## src/hw/vdec_isa_pkg.sv

```systemverilog
//********************
// vector instruction encodings: opcode, funct3, funct6 and the
// two views of an instruction word, shared by the group decoders
//********************
`default_nettype none

package vdec_isa_pkg;

  // only the vector major opcode is decoded
  typedef enum logic [6:0] {
    VECTOR = 7'b1010111
  } opcode_t;

  typedef enum logic [2:0] {
    OPIVV = 3'b000,
    OPMVV = 3'b010,
    OPIVI = 3'b011,
    OPIVX = 3'b100,
    OPMVX = 3'b110,
    OPCFG = 3'b111
  } vfunct3_t;

  // integer group funct6
  typedef enum logic [5:0] {
    VADD       = 6'b000000, VSUB   = 6'b000010, VRSUB  = 6'b000011,
    VMINU      = 6'b000100, VMIN   = 6'b000101, VMAXU  = 6'b000110,
    VMAX       = 6'b000111, VAND   = 6'b001001, VOR    = 6'b001010,
    VXOR       = 6'b001011, VRGATHER = 6'b001100, VSLIDEUP = 6'b001110,
    VSLIDEDOWN = 6'b001111, VMSEQ  = 6'b011000, VMSNE  = 6'b011001,
    VMSLTU     = 6'b011010, VMSLT  = 6'b011011, VMSLEU = 6'b011100,
    VMSLE      = 6'b011101, VMSGTU = 6'b011110, VMSGT  = 6'b011111,
    VSLL       = 6'b100101, VSRL   = 6'b101000, VSRA   = 6'b101001
  } vopi_t;

  // mask/multiply group funct6
  typedef enum logic [5:0] {
    VREDSUM   = 6'b000000, VREDAND   = 6'b000001, VREDOR      = 6'b000010,
    VREDXOR   = 6'b000011, VREDMINU  = 6'b000100, VREDMIN     = 6'b000101,
    VREDMAXU  = 6'b000110, VREDMAX   = 6'b000111, VSLIDE1UP   = 6'b001110,
    VSLIDE1DOWN = 6'b001111, VDIVU   = 6'b100000, VDIV        = 6'b100001,
    VREMU     = 6'b100010, VREM      = 6'b100011, VMULHU      = 6'b100100,
    VMUL      = 6'b100101, VMULHSU   = 6'b100110, VMULH       = 6'b100111
  } vopm_t;

  typedef struct packed {
    logic [5:0] funct6;
    logic       vm;
    logic [4:0] vs2;
    logic [4:0] vs1;
    vfunct3_t   funct3;
    logic [4:0] vd;
    opcode_t    opcode;
  } varith_t;

  // vsetvli immediate also reaches into sel[0]
  typedef struct packed {
    logic [1:0] sel;
    logic [9:0] zimm;
    logic [4:0] rs1;
    vfunct3_t   funct3;
    logic [4:0] rd;
    opcode_t    opcode;
  } vcfg_t;

  typedef union packed {
    varith_t arith;
    vcfg_t   cfg;
  } vinstr_u;

endpackage

`default_nettype wire

```

## src/hw/vdec_ctrl_pkg.sv

```systemverilog
//********************
// decoded control types: operation, functional unit, ALU op,
// operand source and configuration kind
//********************
`default_nettype none

package vdec_ctrl_pkg;

  localparam int unsigned NUM_UNITS = 5;

  typedef enum logic [5:0] {
    BAD_OP,
    // integer group
    OP_VADD, OP_VSUB, OP_VRSUB, OP_VMINU, OP_VMIN, OP_VMAXU, OP_VMAX,
    OP_VAND, OP_VOR, OP_VXOR,
    OP_VMSEQ, OP_VMSNE, OP_VMSLTU, OP_VMSLT, OP_VMSLEU, OP_VMSLE, OP_VMSGTU, OP_VMSGT,
    OP_VSLL, OP_VSRL, OP_VSRA,
    OP_VSLIDEUP, OP_VSLIDEDOWN, OP_VRGATHER,
    // mask/multiply group
    OP_VREDSUM, OP_VREDAND, OP_VREDOR, OP_VREDXOR,
    OP_VREDMINU, OP_VREDMIN, OP_VREDMAXU, OP_VREDMAX,
    OP_VMUL, OP_VMULH, OP_VMULHU, OP_VMULHSU,
    OP_VDIVU, OP_VDIV, OP_VREMU, OP_VREM,
    OP_VSLIDE1UP, OP_VSLIDE1DOWN
  } vop_t;

  // value doubles as bit index into the unit enable mask
  typedef enum logic [2:0] {
    ARITH = 3'd0,
    RED   = 3'd1,
    MUL   = 3'd2,
    DIV   = 3'd3,
    PERM  = 3'd4
  } fu_t;

  typedef enum logic [3:0] {
    VALU_ADD, VALU_SUB, VALU_AND, VALU_OR, VALU_XOR,
    VALU_SLL, VALU_SRL, VALU_SRA, VALU_COMP, VALU_MM, VALU_MOVE
  } valu_op_t;

  typedef enum logic [1:0] {
    V = 2'd0,
    X = 2'd1,
    I = 2'd2
  } rs1_kind_t;

  typedef enum logic [1:0] {
    NOT_CFG  = 2'd0,
    VSETVLI  = 2'd1,
    VSETIVLI = 2'd2,
    VSETVL   = 2'd3
  } cfgsel_t;

endpackage

`default_nettype wire

```

## src/hw/vdec_op_if.sv

```systemverilog
//********************
// one group decoder's verdict, read by the control generator
//********************
`timescale 1ns/1ps
`default_nettype none

interface vdec_op_if
  import vdec_ctrl_pkg::*;
();

  vop_t op;
  logic legal;
  logic in_group;
  logic scalar_rs1;
  logic imm;

  modport dec (output op, legal, in_group, scalar_rs1, imm);
  modport gen (input op, legal, in_group, scalar_rs1, imm);

endinterface

`default_nettype wire

```

## src/hw/vdec_opi_decode.sv

```systemverilog
//********************
// integer group decode: funct6 and funct3 to an operation
// combinational, verdict only meaningful when in_group is set
//********************
`timescale 1ns/1ps
`default_nettype none

module vdec_opi_decode
  import vdec_isa_pkg::*, vdec_ctrl_pkg::*;
(
  input  vinstr_u   instr,
  vdec_op_if.dec    op_out
);

  vopi_t funct6;
  vop_t  op;
  logic  vv, vx, vi;

  assign funct6 = vopi_t'(instr.arith.funct6);
  assign vv     = (instr.arith.funct3 == OPIVV);
  assign vx     = (instr.arith.funct3 == OPIVX);
  assign vi     = (instr.arith.funct3 == OPIVI);

  always_comb begin
    op = BAD_OP;
    case (funct6)
      VADD:       op = (vv || vx || vi) ? OP_VADD : BAD_OP;
      VSUB:       op = (vv || vx) ? OP_VSUB : BAD_OP;
      VRSUB:      op = (vx || vi) ? OP_VRSUB : BAD_OP;
      VMINU:      op = (vv || vx) ? OP_VMINU : BAD_OP;
      VMIN:       op = (vv || vx) ? OP_VMIN : BAD_OP;
      VMAXU:      op = (vv || vx) ? OP_VMAXU : BAD_OP;
      VMAX:       op = (vv || vx) ? OP_VMAX : BAD_OP;
      VAND:       op = (vv || vx || vi) ? OP_VAND : BAD_OP;
      VOR:        op = (vv || vx || vi) ? OP_VOR : BAD_OP;
      VXOR:       op = (vv || vx || vi) ? OP_VXOR : BAD_OP;
      VRGATHER:   op = (vv || vx || vi) ? OP_VRGATHER : BAD_OP;
      // vector-vector slideup form is a gather
      VSLIDEUP:   op = (vx || vi) ? OP_VSLIDEUP : (vv ? OP_VRGATHER : BAD_OP);
      VSLIDEDOWN: op = (vx || vi) ? OP_VSLIDEDOWN : BAD_OP;
      VMSEQ:      op = (vv || vx || vi) ? OP_VMSEQ : BAD_OP;
      VMSNE:      op = (vv || vx || vi) ? OP_VMSNE : BAD_OP;
      VMSLTU:     op = (vv || vx) ? OP_VMSLTU : BAD_OP;
      VMSLT:      op = (vv || vx) ? OP_VMSLT : BAD_OP;
      VMSLEU:     op = (vv || vx || vi) ? OP_VMSLEU : BAD_OP;
      VMSLE:      op = (vv || vx || vi) ? OP_VMSLE : BAD_OP;
      VMSGTU:     op = (vx || vi) ? OP_VMSGTU : BAD_OP;
      VMSGT:      op = (vx || vi) ? OP_VMSGT : BAD_OP;
      VSLL:       op = (vv || vx || vi) ? OP_VSLL : BAD_OP;
      VSRL:       op = (vv || vx || vi) ? OP_VSRL : BAD_OP;
      VSRA:       op = (vv || vx || vi) ? OP_VSRA : BAD_OP;
      default:    op = BAD_OP;
    endcase
  end

  assign op_out.op         = op;
  assign op_out.legal      = (op != BAD_OP);
  assign op_out.in_group   = (instr.arith.opcode == VECTOR) && (vv || vx || vi);
  assign op_out.scalar_rs1 = op_out.in_group && vx;
  assign op_out.imm        = op_out.in_group && vi;

endmodule

`default_nettype wire

```

## src/hw/vdec_opm_decode.sv

```systemverilog
//********************
// reduction, multiply/divide and slide1 group decode
// combinational, verdict only meaningful when in_group is set
//********************
`timescale 1ns/1ps
`default_nettype none

module vdec_opm_decode
  import vdec_isa_pkg::*, vdec_ctrl_pkg::*;
(
  input  vinstr_u   instr,
  vdec_op_if.dec    op_out
);

  vopm_t funct6;
  vop_t  op;
  logic  vv, vx;

  assign funct6 = vopm_t'(instr.arith.funct6);
  assign vv     = (instr.arith.funct3 == OPMVV);
  assign vx     = (instr.arith.funct3 == OPMVX);

  always_comb begin
    op = BAD_OP;
    case (funct6)
      // reductions are vector-vector only
      VREDSUM:     op = vv ? OP_VREDSUM : BAD_OP;
      VREDAND:     op = vv ? OP_VREDAND : BAD_OP;
      VREDOR:      op = vv ? OP_VREDOR : BAD_OP;
      VREDXOR:     op = vv ? OP_VREDXOR : BAD_OP;
      VREDMINU:    op = vv ? OP_VREDMINU : BAD_OP;
      VREDMIN:     op = vv ? OP_VREDMIN : BAD_OP;
      VREDMAXU:    op = vv ? OP_VREDMAXU : BAD_OP;
      VREDMAX:     op = vv ? OP_VREDMAX : BAD_OP;
      VMUL:        op = (vv || vx) ? OP_VMUL : BAD_OP;
      VMULH:       op = (vv || vx) ? OP_VMULH : BAD_OP;
      VMULHU:      op = (vv || vx) ? OP_VMULHU : BAD_OP;
      VMULHSU:     op = (vv || vx) ? OP_VMULHSU : BAD_OP;
      VDIVU:       op = (vv || vx) ? OP_VDIVU : BAD_OP;
      VDIV:        op = (vv || vx) ? OP_VDIV : BAD_OP;
      VREMU:       op = (vv || vx) ? OP_VREMU : BAD_OP;
      VREM:        op = (vv || vx) ? OP_VREM : BAD_OP;
      VSLIDE1UP:   op = vx ? OP_VSLIDE1UP : BAD_OP;
      VSLIDE1DOWN: op = vx ? OP_VSLIDE1DOWN : BAD_OP;
      default:     op = BAD_OP;
    endcase
  end

  assign op_out.op         = op;
  assign op_out.legal      = (op != BAD_OP);
  assign op_out.in_group   = (instr.arith.opcode == VECTOR) && (vv || vx);
  assign op_out.scalar_rs1 = op_out.in_group && vx;
  // no immediate forms in this group
  assign op_out.imm        = 1'b0;

endmodule

`default_nettype wire

```

## src/hw/vdec_unit_cfg.sv

```systemverilog
//********************
// functional unit enable mask, one bit per unit
// written by strobe, read back on cfg_rdata
//********************
`timescale 1ns/1ps
`default_nettype none

module vdec_unit_cfg
  import vdec_ctrl_pkg::*;
#(
  parameter logic [NUM_UNITS-1:0] RESET_UNIT_EN = '1
) (
  input  logic                 clk,
  input  logic                 rst,
  input  logic                 cfg_we,
  input  logic [NUM_UNITS-1:0] cfg_wdata,
  output logic [NUM_UNITS-1:0] unit_en,
  output logic [NUM_UNITS-1:0] cfg_rdata
);

  // new mask seen by instructions sampled from the next edge on
  always_ff @(posedge clk) begin
    if (rst) begin
      unit_en <= RESET_UNIT_EN;
    end else if (cfg_we) begin
      unit_en <= cfg_wdata;
    end
  end

  assign cfg_rdata = unit_en;

endmodule

`default_nettype wire

```

## src/hw/vdec_ctrl_gen.sv

```systemverilog
//********************
// merges the group verdicts, derives unit, ALU op and operand
// kind, and registers the control word on instr_valid
//********************
`timescale 1ns/1ps
`default_nettype none

module vdec_ctrl_gen
  import vdec_isa_pkg::*, vdec_ctrl_pkg::*;
(
  input  logic                 clk,
  input  logic                 rst,
  input  logic                 instr_valid,
  input  vinstr_u              instr,
  vdec_op_if.gen               opi,
  vdec_op_if.gen               opm,
  input  logic [NUM_UNITS-1:0] unit_en,
  output logic                 out_valid,
  output logic                 illegal_insn,
  output fu_t                  fu_type,
  output valu_op_t             aluop,
  output logic                 is_signed,
  output rs1_kind_t            rs1_type,
  output cfgsel_t              cfgsel,
  output logic [4:0]           vd,
  output logic [4:0]           vs1,
  output logic [4:0]           vs2,
  output logic                 vm
);

  vop_t      op;
  logic      in_grp, grp_legal, is_cfg, signed_d, illegal_d;
  fu_t       fu_d;
  valu_op_t  alu_d;
  rs1_kind_t rs1_d;
  cfgsel_t   cfg_d;

  assign op        = opi.in_group ? opi.op : (opm.in_group ? opm.op : BAD_OP);
  assign in_grp    = opi.in_group || opm.in_group;
  assign grp_legal = opi.in_group ? opi.legal : opm.legal;
  assign is_cfg    = (instr.cfg.opcode == VECTOR) && (instr.cfg.funct3 == OPCFG);

  // top bit clear means vsetvli, else bit 30 picks vsetivli
  always_comb begin
    cfg_d = NOT_CFG;
    if (is_cfg) begin
      if (!instr.cfg.sel[1]) cfg_d = VSETVLI;
      else if (instr.cfg.sel[0]) cfg_d = VSETIVLI;
      else cfg_d = VSETVL;
    end
  end

  always_comb begin
    case (op)
      OP_VREDSUM, OP_VREDAND, OP_VREDOR, OP_VREDXOR,
      OP_VREDMINU, OP_VREDMIN, OP_VREDMAXU, OP_VREDMAX:         fu_d = RED;
      OP_VMUL, OP_VMULH, OP_VMULHU, OP_VMULHSU:                 fu_d = MUL;
      OP_VDIVU, OP_VDIV, OP_VREMU, OP_VREM:                     fu_d = DIV;
      OP_VSLIDEUP, OP_VSLIDEDOWN, OP_VRGATHER,
      OP_VSLIDE1UP, OP_VSLIDE1DOWN:                             fu_d = PERM;
      default:                                                  fu_d = ARITH;
    endcase
  end

  always_comb begin
    case (op)
      OP_VADD, OP_VREDSUM:               alu_d = VALU_ADD;
      OP_VSUB, OP_VRSUB:                 alu_d = VALU_SUB;
      OP_VAND, OP_VREDAND:               alu_d = VALU_AND;
      OP_VOR, OP_VREDOR:                 alu_d = VALU_OR;
      OP_VXOR, OP_VREDXOR:               alu_d = VALU_XOR;
      OP_VSRL:                           alu_d = VALU_SRL;
      OP_VSRA:                           alu_d = VALU_SRA;
      OP_VMSEQ, OP_VMSNE, OP_VMSLTU, OP_VMSLT,
      OP_VMSLEU, OP_VMSLE, OP_VMSGTU, OP_VMSGT: alu_d = VALU_COMP;
      OP_VMINU, OP_VMIN, OP_VMAXU, OP_VMAX,
      OP_VREDMINU, OP_VREDMIN, OP_VREDMAXU, OP_VREDMAX: alu_d = VALU_MM;
      // shift left, and don't-care for non-ALU units
      default:                           alu_d = VALU_SLL;
    endcase
  end

  always_comb begin
    case (op)
      OP_VADD, OP_VSUB, OP_VRSUB, OP_VMIN, OP_VMAX, OP_VMSEQ, OP_VMSNE,
      OP_VMSLT, OP_VMSLE, OP_VMSGT, OP_VREDSUM, OP_VREDMIN, OP_VREDMAX,
      OP_VDIV, OP_VREM, OP_VMUL, OP_VMULHSU, OP_VMULH: signed_d = 1'b1;
      default:                                         signed_d = 1'b0;
    endcase
  end

  always_comb begin
    if (opi.scalar_rs1 || opm.scalar_rs1 || (cfg_d == VSETVLI) || (cfg_d == VSETVL)) begin
      rs1_d = X;
    end else if (opi.imm || opm.imm || (cfg_d == VSETIVLI)) begin
      rs1_d = I;
    end else begin
      rs1_d = V;
    end
  end

  // config instructions are never illegal
  assign illegal_d = !is_cfg && (!in_grp || !grp_legal || !unit_en[fu_d]);

  always_ff @(posedge clk) begin
    if (rst) begin
      out_valid    <= 1'b0;
      illegal_insn <= 1'b0;
      fu_type      <= ARITH;
      aluop        <= VALU_ADD;
      is_signed    <= 1'b0;
      rs1_type     <= V;
      cfgsel       <= NOT_CFG;
      vd           <= '0;
      vs1          <= '0;
      vs2          <= '0;
      vm           <= 1'b0;
    end else begin
      out_valid <= instr_valid;
      if (instr_valid) begin
        illegal_insn <= illegal_d;
        fu_type      <= fu_d;
        aluop        <= alu_d;
        is_signed    <= signed_d;
        rs1_type     <= rs1_d;
        cfgsel       <= cfg_d;
        vd           <= instr.arith.vd;
        vs1          <= instr.arith.vs1;
        vs2          <= instr.arith.vs2;
        vm           <= instr.arith.vm;
      end
    end
  end

endmodule

`default_nettype wire

```

## src/hw/vec_decode_top.sv

```systemverilog
//********************
// vector decoder top: group decoders, unit enable register and
// control generator, one cycle from instr_valid to out_valid
//********************
`timescale 1ns/1ps
`default_nettype none

module vec_decode_top
  import vdec_ctrl_pkg::*;
#(
  parameter logic [NUM_UNITS-1:0] RESET_UNIT_EN = '1
) (
  input  logic                 clk,
  input  logic                 rst,
  input  logic                 instr_valid,
  input  logic [31:0]          instr,
  input  logic                 cfg_we,
  input  logic [NUM_UNITS-1:0] cfg_wdata,
  output logic [NUM_UNITS-1:0] cfg_rdata,
  output logic                 out_valid,
  output logic                 illegal_insn,
  output fu_t                  fu_type,
  output valu_op_t             aluop,
  output logic                 is_signed,
  output rs1_kind_t            rs1_type,
  output cfgsel_t              cfgsel,
  output logic [4:0]           vd,
  output logic [4:0]           vs1,
  output logic [4:0]           vs2,
  output logic                 vm
);

  logic [NUM_UNITS-1:0] unit_en;

  vdec_op_if opi_if ();
  vdec_op_if opm_if ();

  vdec_opi_decode u_opi_decode (
    .instr  (instr),
    .op_out (opi_if.dec)
  );

  vdec_opm_decode u_opm_decode (
    .instr  (instr),
    .op_out (opm_if.dec)
  );

  vdec_unit_cfg #(
    .RESET_UNIT_EN (RESET_UNIT_EN)
  ) u_unit_cfg (
    .clk       (clk),
    .rst       (rst),
    .cfg_we    (cfg_we),
    .cfg_wdata (cfg_wdata),
    .unit_en   (unit_en),
    .cfg_rdata (cfg_rdata)
  );

  vdec_ctrl_gen u_ctrl_gen (
    .clk          (clk),
    .rst          (rst),
    .instr_valid  (instr_valid),
    .instr        (instr),
    .opi          (opi_if.gen),
    .opm          (opm_if.gen),
    .unit_en      (unit_en),
    .out_valid    (out_valid),
    .illegal_insn (illegal_insn),
    .fu_type      (fu_type),
    .aluop        (aluop),
    .is_signed    (is_signed),
    .rs1_type     (rs1_type),
    .cfgsel       (cfgsel),
    .vd           (vd),
    .vs1          (vs1),
    .vs2          (vs2),
    .vm           (vm)
  );

endmodule

`default_nettype wire

```

## config.mk

```make
export PLATFORM = sky130hd
export DESIGN_NAME = vec_decode_top
export DESIGN_NICKNAME = d
export VERILOG_FILES = /design/src/hw/vdec_isa_pkg.sv /design/src/hw/vdec_ctrl_pkg.sv /design/src/hw/vdec_op_if.sv /design/src/hw/vdec_opi_decode.sv /design/src/hw/vdec_opm_decode.sv /design/src/hw/vdec_unit_cfg.sv /design/src/hw/vdec_ctrl_gen.sv /design/src/hw/vec_decode_top.sv
export SDC_FILE = /design/constraint.sdc
export NUM_CORES = 1
export LEC_CHECK = 0
export BUFFER_PORTS_ARGS = -buffer_cell sky130_fd_sc_hd__buf_2
export CORE_UTILIZATION = 35
export DETAILED_ROUTE_END_ITERATION = 12
export PLACE_DENSITY = 0.58
export SLEW_MARGIN = 25
export SYNTH_ARGS = -nofsm -noshare
export SYNTH_HDL_FRONTEND = slang
export SYNTH_SLANG_ARGS = --single-unit
export TNS_END_PERCENT = 1
```

## constraint.sdc

```tcl
create_clock -name clk -period 3.63 [get_ports clk]
set_input_delay 0.1815 -clock clk [delete_from_list [all_inputs] [get_ports clk]]
set_output_delay 0.1815 -clock clk [all_outputs]
set_load 0.02 [all_outputs]
```

==> impl_metrics.ini <==
[global_route]
grt_first_pass_wirelength_mm = 14.6
antenna_found_initial = 0
grt.overflow.total = 0
grt_max_degree = 28
grt_pass1_vias = 2819
grt_usage_pct = 20.5

[power]
max-vdd-ir-drop_uv = 186
clock_power_share_pct = 36.6
power_leakage_nw = 1.61
p_int_mw = 0.684
netSwitchingFraction_pct = 30.1
p_per_area_mw_per_mm2 = 267
power_frac_comb_pct = 21.3
p_sw_mw = 0.294
seq_power_share_pct = 42.1

[worst_setup_path]
cp_max_fo = 14
cp_cell_sequence = buf_2 > and3b_1 > nor2_1 > o31ai_1 > a311o_2 > o21ai_0 > nor2b_2 > ha_1 > buf_4 > ha_1 > nand2_1 > o221ai_1 > nand2_1 > o41ai_2 > a21oi_1
startpoint = instr[13]
required_ns = 3.81
critical_path_class = in2reg
crit_arrival_ns = 3.40
r2r-start = u_ctrl_gen.illegal_insn$_SDFFE_PP0P_
cp-end-kind = flop
crit_slowest_cell = a311o_2
critPathMaxStageDelay_ns = 0.43
cp-start-kind = input port

[route]
totalWireLength_mm = 9.32
drt_iter0_drc = 188
drc = 0
vias = 3194
final_antenna_net_count = 0
first_pass_iters = 4
post_drt_wl_per_cell_um = 16.5
viasPerCell = 5.65

[cts]
clock_latency_ns = 0.29
cts-buffers-inserted = 5
hold_buffers = 0
clk_path_buf_depth = 2
post_cts_buffers = 0
root_buffer = clkbuf_8
cts_resized = 0
htree_levels = 2
clk_pin_slew_ns = 0.08
cts_tree = built
clock-sinks = 35

[placed_design]
dp.final_hpwl_mm = 7.26
routabilityCongestion = 0.961
io_buffers = 75
place_ws_ns = 0.0864
dp.cells = 557

[sta]
slew_headroom_pct = 53.6
rsz0062_at_grt = false
period_needed_ns = 3.23
worstMarginPinSlew_ns = 0.693
fin_crit_sh_pct = 88.9
final-hold-violation-count = 0
setup_slack_ns = 0.403
finalClockSkew_ns = 0.00735
maxSlewViolCount = 0
fmax_ghz = 0.310
final-setup-viol-count = 0
setup-tns-final_ns = 0

[layout]
fin_cells = 565
area_growth_syn_to_layout_pct = 20.0
n_antenna_cell = 0
layout-drive-gt1-share_pct = 27.0
nNetsFinal = 509
final_util_pct = 44.0
fillers = 867

[floorplan]
die_w_um = 95.5
die_y_um = 95.5
start_util_pct = 36.6
die_area_mm2 = 0.00911
core_area_mm2 = 0.00834
rows = 33
ios = 76

[logic_synthesis]
synth_edf_count = 0
muxShareOfSynthArea_pct = 8.51
synth_compound_area_share_pct = 26.7
synth_top_area_share_pct = 22.9
synth-seq-cells = 35
synth_common_cells = nor2_1 (43), dfxtp_1 (35), nand2_1 (32)
async_flop_share_pct = 0
syn_area_mm2 = 0.00306
seq_area_frac_synth_pct = 22.9
synth_fp_nets = 437
yosys.area_share.simple_pct = 31.4
ys_types = 83
synth_top_family_by_area = simple AND/OR/NAND/NOR gates
synthTopCellsByArea = dfxtp_1 (23%), mux2i_1 (8.5%), nor2_1 (5.3%)
synth_warnings = 0
ys.flop_type = dfxtp_1
synth_cells = 387
yosys.area_share.adder_pct = 3.68
synth_xor_area_share_pct = 0.287
yosysTopAreaCell = dfxtp_1
synth.most_common_cell = nor2_1
syn_avg_cell_area_um2 = 7.90

[job]
drv_cap = 0

[worst_hold_path]
min_from = cfg_wdata[3]
hp-class = in2reg

[run_status]
status = finished clean
area by class of cell:
class | count | area, um^2 | share of cell area (%)
multi-input combinational | 310 | 2160 | 58.9
sequential | 35 | 701 | 19.1
clock buffer | 5 | 68.8 | 1.88
inverter | 15 | 58.8 | 1.60
tap | 105 | 131 | 3.58
timing repair buffer | 92 | 503 | 13.7
clock inverter | 3 | 43.8 | 1.19
critical path, delay by kind of cell:
family                     cells  cell delay (ns)
adders and majority gates      2             0.44
AOI/OAI and AO/OA              6             1.42
buffers and inverters          2             0.32
and+or+nand+nor                5             1.04
final timing paths:
path,to,slack [ns],cells after the start
worst max-delay path,u_ctrl_gen.illegal_insn$_SDFFE_PP0P_,0.40,15
worst min-delay path,u_unit_cfg.cfg_rdata[3]$_SDFFE_PP1P_,0.1,3
worst max register to register,u_ctrl_gen.illegal_insn$_SDFFE_PP0P_,2.71,4
worst min register to register,u_ctrl_gen.rs1_type[1]$_SDFFE_PP0P_,0.45,2
layer usage:
metal	share of wire (%)	GRT usage, %	vias to the layer above
met5	0	0	-
met3	4.5	3.27	8
met4	0.95	4.85	0
li1	-	-	1585
met2	46	31.0	92
met1	49	30.0	1509
sequential cells by signal, summed over array words and instances, names as in the netlist:
name / count
u_ctrl_gen.aluop: 4
u_ctrl_gen.cfgsel: 2
u_ctrl_gen.fu_type: 3
u_ctrl_gen.illegal_insn: 1
u_ctrl_gen.is_signed: 1
u_ctrl_gen.out_valid: 1
u_ctrl_gen.rs1_type: 2
u_ctrl_gen.vd: 5
u_ctrl_gen.vm: 1
u_ctrl_gen.vs1: 5
u_ctrl_gen.vs2: 5
u_unit_cfg.cfg_rdata: 5
cells by family after synthesis:
family,count (synthesis)
simple gates,169
compound gates,105
buf+inv,42
flops,35
mux,26
fa+ha+maj,9
xor+xnor,1
cells in the final DEF (no fill, tap or decap), drive strengths merged, types with 6 or more instances in the layout:
cell	n
o2111ai	8
nand2	32
mux2i	26
nor4	9
a21oi	21
o21ai	15
o211ai	6
dfxtp	35
buf	92
and3	7
ha	9
nor3	10
nand2b	13
inv	15
a211oi	6
nand3	9
nor2	44
nand3b	7
nor2b	8
power by group through the flow:
stage,Sequential [mW],Clock (mW),Combinational [mW]
after global placement,0.420,0,0.206
final,0.411,0.358,0.208
after global routing,0.414,0.388,0.225
after detailed placement,0.420,0,0.206
after CTS,0.411,0.364,0.207
after floorplan,0.442,0,0.115
through the flow:
stage	total power [mW]	instance area, um^2	hold slack [ns]
finish	0.978	3670	0.0978
global route	1.03	3670	0.102
CTS	0.982	3670	0.0917
detailed placement	0.626	3550	0.401
global placement	0.626	3550	0.403
floorplan	0.557	3060	0.310
Note: power is estimated with default switching activity, not from simulation.
